File: src/hdl/video_pkg.sv
package video_pkg;

	// horizontal timing in 7 MHz dots
	localparam logic [8:0] HPERIOD      = 9'd448; // dots per line
	localparam logic [8:0] HBLNK_BEG    = 9'd0;   // visible line ends here
	localparam logic [8:0] HBLNK_END    = 9'd88;
	localparam logic [8:0] HSYNC_BEG    = 9'd10;
	localparam logic [8:0] HSYNC_END    = 9'd43;  // 33 dots of sync
	localparam logic [8:0] HPIX_BEG_256 = 9'd140; // 52 dots of border each side
	localparam logic [8:0] HPIX_END_256 = 9'd396;
	localparam logic [8:0] HPIX_BEG_320 = 9'd108; // 20 dots of border each side
	localparam logic [8:0] HPIX_END_320 = 9'd428;
	localparam logic [8:0] HPIX_BEG_360 = 9'd88;  // no border
	localparam logic [8:0] HPIX_END_360 = 9'd448; // ends at the line wrap
	// fetch must run ahead of the pixel output
	localparam logic [8:0] FETCH_PRE_ZX = 9'd18;
	localparam logic [8:0] FETCH_PRE_TM = 9'd10;
	localparam logic [8:0] TFETCH_LEN   = 9'd32;  // 16 words of tile data
	localparam logic [8:0] XSFETCH_LEN  = 9'd4;   // 2 words of Xscroll data
	localparam logic [8:0] SCANIN_BEG   = 9'd88;  // scan doubler starts storing
	localparam logic [8:0] HINT_BEG     = 9'd445; // fine position of the INT

	// vertical timing in lines
	localparam logic [8:0] VPERIOD     = 9'd320;
	localparam logic [8:0] VBLNK_BEG   = 9'd0;
	localparam logic [8:0] VBLNK_END   = 9'd32;
	localparam logic [8:0] VSYNC_BEG   = 9'd4;
	localparam logic [8:0] VSYNC_END   = 9'd8;
	localparam logic [8:0] VPIX_BEG    = 9'd76;  // 192 lines of graphics
	localparam logic [8:0] VPIX_END    = 9'd268;
	localparam logic [8:0] VTFETCH_BEG = 9'd75;  // tiles are fetched a line early
	localparam logic [8:0] VTFETCH_END = 9'd267;

	// wishbone word addresses
	localparam logic       REG_MODE     = 1'b0;
	localparam logic       REG_INT_LINE = 1'b1;
	localparam logic [8:0] INT_LINE_RST = 9'd0;

	typedef enum logic [1:0]
	{
		RRES_256  = 2'b00,
		RRES_320A = 2'b01,
		RRES_320B = 2'b10,
		RRES_360  = 2'b11
	} rres_t;

	typedef struct packed
	{
		rres_t      rres;
		logic       mode_tm;  // tiles mode
		logic       mode_brd; // border only, no linear graphics
		logic       xints_en; // Xscroll interrupts
		logic [8:0] int_line;
	} video_cfg_t;

	typedef struct packed
	{
		logic hblank;
		logic hsync;
		logic hpix;
		logic fetch_gfx_win;  // raw windows, gated later
		logic fetch_tile_win;
		logic fetch_xs_win;
		logic line_start;
		logic hsync_start;
		logic hint_start;
		logic scanin_start;
		logic line_tick;      // last dot of the line
	} h_timing_t;

	typedef struct packed
	{
		logic vblank;
		logic vsync;
		logic vpix;
		logic vtfetch;
		logic int_line_hit;
	} v_timing_t;

	typedef struct packed
	{
		logic blank;
		logic hsync;
		logic vsync;
		logic pix;
		logic fetch_gfx;
		logic fetch_tile;
		logic fetch_xs;
		logic line_start;
		logic hsync_start;
		logic scanin_start;
		logic hint_start;
		logic frame_int;
		logic vpix;
	} video_out_t;

endpackage

File: src/hdl/video_cfg_regs.sv
module video_cfg_regs (
	input  logic                  clk,
	input  logic                  arst_n,
	input  logic                  wb_cyc,
	input  logic                  wb_stb,
	input  logic                  wb_we,
	input  logic                  wb_adr,   // word address
	input  logic [15:0]           wb_dat_w,
	output logic [15:0]           wb_dat_r,
	output logic                  wb_ack,
	output video_pkg::video_cfg_t cfg
);

	logic access; // classic cycle accepted this clock

	// one ack per strobe, the master drops stb after seeing it
	assign access = wb_cyc & wb_stb & ~wb_ack;

	always_ff @(posedge clk or negedge arst_n)
	begin
		if (!arst_n)
			wb_ack <= 1'b0;
		else
			wb_ack <= access;
	end

	// writes land on the same edge that raises ack
	always_ff @(posedge clk or negedge arst_n)
	begin
		if (!arst_n)
		begin
			cfg.rres     <= video_pkg::RRES_256;
			cfg.mode_tm  <= 1'b0;
			cfg.mode_brd <= 1'b0;
			cfg.xints_en <= 1'b0;
			cfg.int_line <= video_pkg::INT_LINE_RST;
		end
		else if (access && wb_we)
		begin
			case (wb_adr)
				video_pkg::REG_MODE:
				begin
					cfg.rres     <= video_pkg::rres_t'(wb_dat_w[1:0]); // raster width
					cfg.mode_tm  <= wb_dat_w[2];
					cfg.mode_brd <= wb_dat_w[3];
					cfg.xints_en <= wb_dat_w[4];
				end
				default: // REG_INT_LINE
					cfg.int_line <= wb_dat_w[8:0];
			endcase
		end
	end

	// read data is steady while the master holds the address
	always_comb
	begin
		wb_dat_r = '0;
		case (wb_adr)
			video_pkg::REG_MODE:
				wb_dat_r[4:0] = {cfg.xints_en, cfg.mode_brd, cfg.mode_tm, cfg.rres};
			default:
				wb_dat_r[8:0] = cfg.int_line; // unused upper bits read as zero
		endcase
	end

	a_ack_single: assert property (@(posedge clk) disable iff (!arst_n)
		wb_ack |=> !wb_ack)
		else $error("wb_ack held for two clocks");

endmodule

File: src/hdl/video_sync_h.sv
module video_sync_h (
	input  logic                  clk,
	input  logic                  arst_n,
	input  logic                  cend,     // 7 MHz dot strobe
	input  logic                  pre_cend, // clock before cend
	input  video_pkg::video_cfg_t cfg,
	output video_pkg::h_timing_t  h
);

	logic [8:0] hcount;  // dot position in line
	logic [8:0] hp_beg;  // pixel window for the selected width
	logic [8:0] hp_end;
	logic [8:0] f_pre;   // fetch lead
	logic [8:0] gfx_beg;
	logic [8:0] gfx_end;
	logic       hblank;
	logic       hsync;
	logic       hpix;
	logic       fetch_gfx_win;
	logic       fetch_tile_win;
	logic       fetch_xs_win;
	logic       line_start;
	logic       hsync_start;
	logic       hint_start;
	logic       scanin_start;
	logic       line_tick;

	// positions at or past the period close at the wrap
	function automatic logic [8:0] wrap(input logic [8:0] pos);
		return (pos >= video_pkg::HPERIOD) ? pos - video_pkg::HPERIOD : pos;
	endfunction

	always_comb
	begin
		case (cfg.rres)
			video_pkg::RRES_256:
			begin
				hp_beg = video_pkg::HPIX_BEG_256;
				hp_end = video_pkg::HPIX_END_256;
			end
			video_pkg::RRES_320A, video_pkg::RRES_320B:
			begin
				hp_beg = video_pkg::HPIX_BEG_320;
				hp_end = video_pkg::HPIX_END_320;
			end
			default: // 360 wide
			begin
				hp_beg = video_pkg::HPIX_BEG_360;
				hp_end = video_pkg::HPIX_END_360;
			end
		endcase
	end

	assign f_pre   = cfg.mode_tm ? video_pkg::FETCH_PRE_TM : video_pkg::FETCH_PRE_ZX;
	assign gfx_beg = wrap(hp_beg - f_pre);
	assign gfx_end = wrap(hp_end - f_pre);

	always_ff @(posedge clk or negedge arst_n)
	begin
		if (!arst_n)
		begin
			hcount    <= '0;
			line_tick <= 1'b0;
		end
		else if (cend)
		begin
			hcount    <= (hcount == video_pkg::HPERIOD - 9'd1) ? 9'd0 : hcount + 9'd1;
			line_tick <= (hcount == video_pkg::HPERIOD - 9'd2); // next dot is the last
		end
	end

	// windows open at begin and close at end, both on cend
	always_ff @(posedge clk or negedge arst_n)
	begin
		if (!arst_n)
		begin
			hblank         <= 1'b0;
			hsync          <= 1'b0;
			hpix           <= 1'b0;
			fetch_gfx_win  <= 1'b0;
			fetch_tile_win <= 1'b0;
			fetch_xs_win   <= 1'b0;
		end
		else if (cend)
		begin
			if (hcount == video_pkg::HBLNK_BEG)
				hblank <= 1'b1;
			else if (hcount == video_pkg::HBLNK_END)
				hblank <= 1'b0;
			if (hcount == video_pkg::HSYNC_BEG)
				hsync <= 1'b1;
			else if (hcount == video_pkg::HSYNC_END)
				hsync <= 1'b0;
			if (hcount == hp_beg)
				hpix <= 1'b1;
			else if (hcount == wrap(hp_end))
				hpix <= 1'b0;
			if (hcount == gfx_beg)
				fetch_gfx_win <= 1'b1;
			else if (hcount == gfx_end)
				fetch_gfx_win <= 1'b0;
			// tiles start 2 dots into sync, Xscrolls follow right after
			if (hcount == video_pkg::HSYNC_BEG + 9'd2)
				fetch_tile_win <= 1'b1;
			else if (hcount == video_pkg::HSYNC_BEG + 9'd2 + video_pkg::TFETCH_LEN)
				fetch_tile_win <= 1'b0;
			fetch_xs_win <= (hcount >= video_pkg::HSYNC_BEG + 9'd2 + video_pkg::TFETCH_LEN)
				&& (hcount < video_pkg::HSYNC_BEG + 9'd2 + video_pkg::TFETCH_LEN
				+ video_pkg::XSFETCH_LEN);
		end
	end

	// strobes sit in the cend clock of their dot
	always_ff @(posedge clk or negedge arst_n)
	begin
		if (!arst_n)
		begin
			line_start   <= 1'b0;
			hsync_start  <= 1'b0;
			hint_start   <= 1'b0;
			scanin_start <= 1'b0;
		end
		else
		begin
			line_start   <= pre_cend && (hcount == video_pkg::HBLNK_END);
			hsync_start  <= pre_cend && (hcount == video_pkg::HSYNC_BEG);
			hint_start   <= pre_cend && (hcount == video_pkg::HINT_BEG);
			scanin_start <= pre_cend && (hcount == video_pkg::SCANIN_BEG);
		end
	end

	assign h = '{hblank: hblank, hsync: hsync, hpix: hpix,
		fetch_gfx_win: fetch_gfx_win, fetch_tile_win: fetch_tile_win,
		fetch_xs_win: fetch_xs_win, line_start: line_start,
		hsync_start: hsync_start, hint_start: hint_start,
		scanin_start: scanin_start, line_tick: line_tick};

	a_hcount_range: assert property (@(posedge clk) disable iff (!arst_n)
		hcount < video_pkg::HPERIOD)
		else $error("hcount out of range");

	a_hsync_in_blank: assert property (@(posedge clk) disable iff (!arst_n)
		hsync |-> hblank)
		else $error("hsync outside horizontal blank");

endmodule

File: src/hdl/video_sync_v.sv
module video_sync_v (
	input  logic                  clk,
	input  logic                  arst_n,
	input  logic                  cend,
	input  logic                  line_tick, // last dot of the line
	input  video_pkg::video_cfg_t cfg,
	output video_pkg::v_timing_t  v
);

	logic [8:0] vcount; // current line
	logic [8:0] vnext;  // line that starts at the next tick

	function automatic logic in_win(
		input logic [8:0] line,
		input logic [8:0] beg,
		input logic [8:0] fin
	);
		return (line >= beg) && (line < fin);
	endfunction

	assign vnext = (vcount == video_pkg::VPERIOD - 9'd1) ? 9'd0 : vcount + 9'd1;

	// everything moves together at the line wrap
	always_ff @(posedge clk or negedge arst_n)
	begin
		if (!arst_n)
		begin
			vcount <= '0;
			v      <= '0;
		end
		else if (cend && line_tick)
		begin
			vcount         <= vnext;
			v.vblank       <= in_win(vnext, video_pkg::VBLNK_BEG, video_pkg::VBLNK_END);
			v.vsync        <= in_win(vnext, video_pkg::VSYNC_BEG, video_pkg::VSYNC_END);
			v.vpix         <= in_win(vnext, video_pkg::VPIX_BEG, video_pkg::VPIX_END);
			v.vtfetch      <= in_win(vnext, video_pkg::VTFETCH_BEG, video_pkg::VTFETCH_END);
			v.int_line_hit <= (vnext == cfg.int_line); // whole line of the INT
		end
	end

	a_vcount_range: assert property (@(posedge clk) disable iff (!arst_n)
		vcount < video_pkg::VPERIOD)
		else $error("vcount out of range");

endmodule

File: src/hdl/video_sync_combine.sv
module video_sync_combine (
	input  video_pkg::h_timing_t  h,
	input  video_pkg::v_timing_t  v,
	input  video_pkg::video_cfg_t cfg,
	output video_pkg::video_out_t vid
);

	always_comb
	begin
		vid.blank = h.hblank | v.vblank;
		vid.hsync = h.hsync;
		vid.vsync = v.vsync;
		vid.pix   = h.hpix & v.vpix;   // visible graphics area
		vid.vpix  = v.vpix;

		// linear graphics only inside the vertical window and not in border mode
		vid.fetch_gfx  = h.fetch_gfx_win & v.vpix & ~cfg.mode_brd;
		vid.fetch_tile = h.fetch_tile_win & v.vtfetch & cfg.mode_tm; // tiles mode only
		vid.fetch_xs   = h.fetch_xs_win & (cfg.mode_tm | cfg.xints_en);

		vid.line_start   = h.line_start;
		vid.hsync_start  = h.hsync_start;
		vid.scanin_start = h.scanin_start;
		vid.hint_start   = h.hint_start;

		// one pulse per frame at the fine INT position
		vid.frame_int = h.hint_start & v.int_line_hit;
	end

endmodule

File: src/hdl/video_timing_top.sv
module video_timing_top (
	input  logic                  clk,
	input  logic                  arst_n,
	input  logic                  cend,     // 7 MHz strobe from the DRAM controller
	input  logic                  pre_cend,
	input  logic                  wb_cyc,
	input  logic                  wb_stb,
	input  logic                  wb_we,
	input  logic                  wb_adr,
	input  logic [15:0]           wb_dat_w,
	output logic [15:0]           wb_dat_r,
	output logic                  wb_ack,
	output video_pkg::video_out_t vid
);

	video_pkg::video_cfg_t cfg; // mode registers
	video_pkg::h_timing_t  h;
	video_pkg::v_timing_t  v;

	video_cfg_regs u_cfg_regs (
		.clk      (clk),
		.arst_n   (arst_n),
		.wb_cyc   (wb_cyc),
		.wb_stb   (wb_stb),
		.wb_we    (wb_we),
		.wb_adr   (wb_adr),
		.wb_dat_w (wb_dat_w),
		.wb_dat_r (wb_dat_r),
		.wb_ack   (wb_ack),
		.cfg      (cfg)
	);

	video_sync_h u_sync_h (
		.clk      (clk),
		.arst_n   (arst_n),
		.cend     (cend),
		.pre_cend (pre_cend),
		.cfg      (cfg),
		.h        (h)
	);

	// vertical side steps on the horizontal line tick
	video_sync_v u_sync_v (
		.clk       (clk),
		.arst_n    (arst_n),
		.cend      (cend),
		.line_tick (h.line_tick),
		.cfg       (cfg),
		.v         (v)
	);

	video_sync_combine u_combine (
		.h   (h),
		.v   (v),
		.cfg (cfg),
		.vid (vid)
	);

endmodule

File: config.mk
export PLATFORM = sky130hd
export DESIGN_NAME = video_timing_top
export DESIGN_NICKNAME = d
export VERILOG_FILES = /design/src/hdl/video_pkg.sv /design/src/hdl/video_cfg_regs.sv /design/src/hdl/video_sync_h.sv /design/src/hdl/video_sync_v.sv /design/src/hdl/video_sync_combine.sv /design/src/hdl/video_timing_top.sv
export SDC_FILE = /design/constraint.sdc
export NUM_CORES = 1
export LEC_CHECK = 0
export BUFFER_PORTS_ARGS = -buffer_cell sky130_fd_sc_hd__buf_2
export CORE_ASPECT_RATIO = 0.8
export CORE_MARGIN = 1
export CORE_UTILIZATION = 51
export DETAILED_ROUTE_END_ITERATION = 6
export PLACE_DENSITY = 0.7
export SYNTH_ARGS = -nofsm -noshare
export SYNTH_HDL_FRONTEND = slang
export SYNTH_SLANG_ARGS = --single-unit
File: constraint.sdc
create_clock -name clk -period 5.8 [get_ports clk]
set_input_delay 1.16 -clock clk [delete_from_list [all_inputs] [get_ports clk]]
set_output_delay 1.16 -clock clk [all_outputs]
set_load 0.01 [all_outputs]
## After elaboration in Yosys (flattened, before gate mapping)

Index checks and enable logic that the tools add are counted.

- Register bits: 48

- Equality and inequality tests: 16
- Reduce and logical (&&, ||, !) cells: 25
- Add/sub/neg operators: 7
- $lt $le $gt $ge: 13
- Bitwise operators: 14
- Multiplexer cells: 20

Operators with widths:

| cell | number |
|---|---|
| 9-bit equality test | 5 |
| 9-bit two-way mux | 5 |
| 9-bit equality test (second input constant) | 4 |
| 9-bit >= comparator (second input constant) | 3 |
| 9-bit by 1-bit adder with 9-bit output (second input constant) | 2 |
| 9-bit by 4-bit equality test with 1-bit output (second input constant) | 2 |
| 9-bit by 6-bit equality test with 1-bit output (second input constant) | 2 |
| 9-bit by 7-bit >= comparator with 1-bit output (second input constant) | 2 |
| 9-bit by 6-bit < comparator with 1-bit output (second input constant) | 2 |
| 9-bit < comparator (second input constant) | 2 |
| 9-bit subtractor (second input constant) | 2 |
| 8-bit one-hot mux with 2 select lines | 1 |
| 7-bit one-hot mux with 2 select lines | 1 |
| 2-bit AND reduction | 7 |
| 1-bit logical AND | 10 |
| 1-bit two-way mux | 10 |
| 5-bit two-way mux | 2 |
| 2-bit nonzero test | 5 |
| 1-bit AND | 9 |
| 9-bit by 7-bit equality test with 1-bit output (second input constant) | 1 |
| 9-bit by 1-bit >= comparator with 1-bit output (second input constant) | 1 |
| 9-bit by 3-bit >= comparator with 1-bit output (second input constant) | 1 |
| 9-bit by 6-bit >= comparator with 1-bit output (second input constant) | 1 |
| 9-bit logical NOT | 1 |
| 11 further kinds | 14 |

## Depth between registers and ports, before layout

- Depth after elaboration: 9
- Mapped depth: 9

## Modules after synthesis

From an unflattened synthesis, not the netlist that was laid out.

- Cell total of the unflattened synthesis: 384
- Area, all modules: 3535.9 um^2

Modules (own cells, without submodules):

| module | instances | sequential area each (um^2) | cells each | area an instance (um^2) |
|---|---|---|---|---|
| video_sync_h | 1 | 475.5 | 170 | 1480.2 |
| video_sync_v | 1 | 350.3 | 148 | 1208.7 |
| video_cfg_regs | 1 | 375.4 | 53 | 753.2 |
| video_sync_combine | 1 | 0.0 | 13 | 93.8 |

## Least setup slack after synthesis

Ideal clock, no wire load.

- Path kind: input-to-output
- Start: input wb_adr
- End: output wb_dat_r[1]
- Path slack: 3.023 ns
- Path buffers: 1
- Arrival: 1.617 ns
- Cell stages on the path: 2
- Cells stage by stage: clkbuf_1 > o21ai_0

- Longest elaborated chain between the ends: 1

RTL lines:

| item | line | text |
|---|---|---|
| from (decl) | video_timing_top.sv:9 | `input logic wb_adr,` |
| 5-bit two-way mux | video_cfg_regs.sv:58 | `case (wb_adr)` |
| to (decl) | video_timing_top.sv:11 | `output logic [15:0] wb_dat_r,` |

Every way passes these cells.

## Worst setup path in the final report

- Start: input wb_adr
- End: output wb_dat_r[4]

Same word-level chain as after synthesis.

==> implementation parameters <==
Parameter                              Value

Min path
  Type of the most critical hold path    reg2reg

CTS
  Clock buffers created by TritonCTS    5
  Hold-fix buffer count after cts    0
  Clock sink count    48
  Clock tree from TritonCTS    built
  Clock-pin transition on the worst setup and hold timing paths    approximately 0.08 ns
  Skew-Pair Late Insertion Delay    ~0.3 ns
  Setup bufs post-CTS    0
  Master cell of the clock root buffer    clkbuf_8
  Max H-tree Level    2
  Number of gates given a new drive strength after cts    0
  Maximum buffer depth of the clock tree    2

Floorplanning
  Full die area    6610 um2
  Total core area    around 6000 um2
  Die Wd    90.6 um
  Die outline height    between 70 and 80 um
  FP Rows    25
  Initial Util    0.537
  Number of ports placed on the die boundary    54

Power and ir drop
  Static leakage    roughly 0.0015 uW
  Power density over cell area    298 nW/um2
  Peak supply drop    between 0.15 and 0.2 mV

STA
  FMAX    about 330 MHz
  Max-slew violations    0
  Fraction of the cycle the final worst path needs    0.524
  Tightest hold margin    ~0.47 ns
  RSZ-0062 raised after global routing    no
  Final Hold Fails    0
  Transition time at the pin with the least slew margin    ~1.1 ns
  Number of failing setup endpoints in the final timing report    0
  Final worst path period need    3.04 ns
  Worst-case clock skew    between 0.006 and 0.007 ns
  Worst rel slew slack    0.284
  Setup TNS Final    0 ns

Global routing
  Number of antenna violations at the first check in global routing    0
  Overall track demand over capacity in global routing    0.213
  First-pass GRT wire length    approximately 11000 um
  Maximum number of pins on one net before global-route repair    between 40 and 50
  Vias in the first global route    approximately 2300
  Overflow left after global routing    0

Synthesis
  Library cell occupying the most area in the post-synthesis netlist    dfrtp_1
  EDFF count, synth    0
  Synthesis-stage register bit count    48
  Sequential share of the synthesized area    0.375
  Main flop type after synthesis    dfrtp_1
  Number of instances in the synthesized netlist    roughly 360
  Most numerous cell types in the synthesized netlist    dfrtp_1 (48), nand2_1 (48), o21ai_0 (24)
  Cell types occupying the most area after synthesis    dfrtp_1 (37%), nand2_1 (5.6%), mux2_2 (5.3%)
  Async SR Flop Fraction    1.00
  Area share of the largest cell type after synthesis    0.375
  Mean area per synthesized cell    approximately 9 um2
  Warning count from the yosys run    0
  Syn Std Cell Area    between 3000 and 4000 um2
  Unique cell type count in the Yosys netlist    53

Worst setup path
  Required time at the endpoint of the critical path    around 4.6 ns
  Maximum cell stage delay along the critical path    about 0.37 ns
  Path type of the worst setup path    in2out
  Crit path capture type    output pin
  Maximum net fanout on the critical path    14
  Chain of cells forming the critical path    buf_2 > mux2_2 > buf_2
  CP startpoint kind    input pin
  Critical Path AT    ~1.9 ns
  Critical-path cell with the highest stage delay    mux2_2
  Critical path's most frequent cell    buf_2

Routing
  Final routed wire length divided by cell count    between 10 and 15 um
  WL final    roughly 6500 um
  DR vias/cell    approximately 5.4
  Post-route DRC violation count    0
  Detailed Route Iter0 Violations    between 200 and 250
  Via count of the routed design    ~2500
  Count of TritonRoute iterations in the first routing pass    4
  Number of nets with antenna violations after detailed routing    0

Placed design
  Post-Place Cell Area    3310 um2
  Number of port buffers    39
  Final weighted congestion in routability-driven placement    0.811
  DP Wirelength    ~4900 um

Cells and area
  Utilization of the core after routing    0.571
  Final-stage net count    ~410
  Fillers    553
  Area Overhead vs Synth    6.36%
  Share of layout cells above drive strength 1    0.177
  Count of inserted antenna diode cells    0
  Post-layout instance area    ~3400 um2

Run
  Max-cap violation count    0

Status
  Status    finished, final reports clean
-- critical path: cells and delay by family --
family | cells | cell delay [ns]
mux | 1 | 0.37
buf+inv | 2 | 0.35
-- flip-flops by register name, indices dropped and copies added, names as in the netlist --
signal and flops:
u_cfg_regs.cfg 14, u_cfg_regs.wb_ack 1, u_sync_h.fetch_gfx_win 1, u_sync_h.fetch_tile_win 1
u_sync_h.fetch_xs_win 1, u_sync_h.hblank 1, u_sync_h.hcount 9, u_sync_h.hint_start 1
u_sync_h.hpix 1, u_sync_h.hsync 1, u_sync_h.hsync_start 1, u_sync_h.line_start 1
u_sync_h.line_tick 1, u_sync_v.v 5, u_sync_v.vcount 9
-- power breakdown --
group          switching, uW  internal (uW)  total (uW)  leakage, uW
logic                    169            157         326     0.000853
registers               84.0            392         476     0.000612
clock network            107            106         213    0.0000503
total                    360            655        1020      0.00151
-- placed cells by master, fill, tap and decap left out, drive strengths merged, types with 2 or more instances in the layout --
cell / n
a31oi: 2
clkbuf: 7
nor3: 9
ha: 12
nor4b: 2
mux2: 15
nand2b: 7
conb: 7
nand3: 17
a21oi: 9
nor2b: 6
inv: 10
o31ai: 5
xnor2: 20
o21ai: 26
o211ai: 2
or4: 2
nor2: 18
dfrtp: 48
o22ai: 2
xor2: 13
nand4: 7
o21a: 3
nand2: 48
and3: 6
or3: 5
a22o: 2
and2: 11
nor4: 3
buf: 39
-- logic make-up after synthesis --
family | Yosys count | share of synthesized area
AOI/OAI and AO/OA | 60 | 0.121
xor gates and xnor gates | 33 | 0.0949
adders and majority gates | 12 | 0.0468
buffers and inverters | 45 | 0.0777
DFF | 48 | 0.375
muxes | 16 | 0.0558
other | 1 | 0.00117
and+or+nand+nor | 146 | 0.228
-- metrics by stage --
step	std cells	total power, uW	setup slack [ns]
global placement	452	796	2.76
CTS	459	1020	2.76
floorplan	367	726	3.02
finish	459	1020	2.76
detailed placement	452	808	2.76
global route	459	1090	2.72
-- layer usage --
layer / track usage / share of wire / vias up
met2: 0.310 / 0.41 / 57
met1: 0.324 / 0.53 / 1147
met5: 0 / 0 / -
li1: - / - / 1250
met4: 0.0591 / 0.010 / 0
met3: 0.0375 / 0.050 / 7
-- final cells by class --
class                   count  area, um2  area share
clock buffers               7       96.3      0.0283
repair buffers             39        195      0.0572
flip-flops and latches     48       1200       0.352
multi-input cells         274       1780       0.521
well taps                  81        101      0.0297
inverters                  10       37.5      0.0110
-- worst paths after layout --
kind                       slack (ns)  depth (start not counted)                from                      to
setup / recovery                 2.76                          3              wb_adr             wb_dat_r[4]
hold / removal                   0.47                          1   u_cfg_regs.wb_ack       u_cfg_regs.wb_ack
setup reg to reg                 3.37                          8  u_cfg_regs.cfg[12]  u_sync_h.fetch_gfx_win
hold reg to reg                  0.47                          1   u_cfg_regs.wb_ack       u_cfg_regs.wb_ack
max in group asynchronous        4.09                          1              arst_n      u_sync_v.vcount[6]
min in group asynchronous        1.06                          1              arst_n      u_cfg_regs.cfg[12]
No activity file was read; power rests on OpenSTA's default activity.
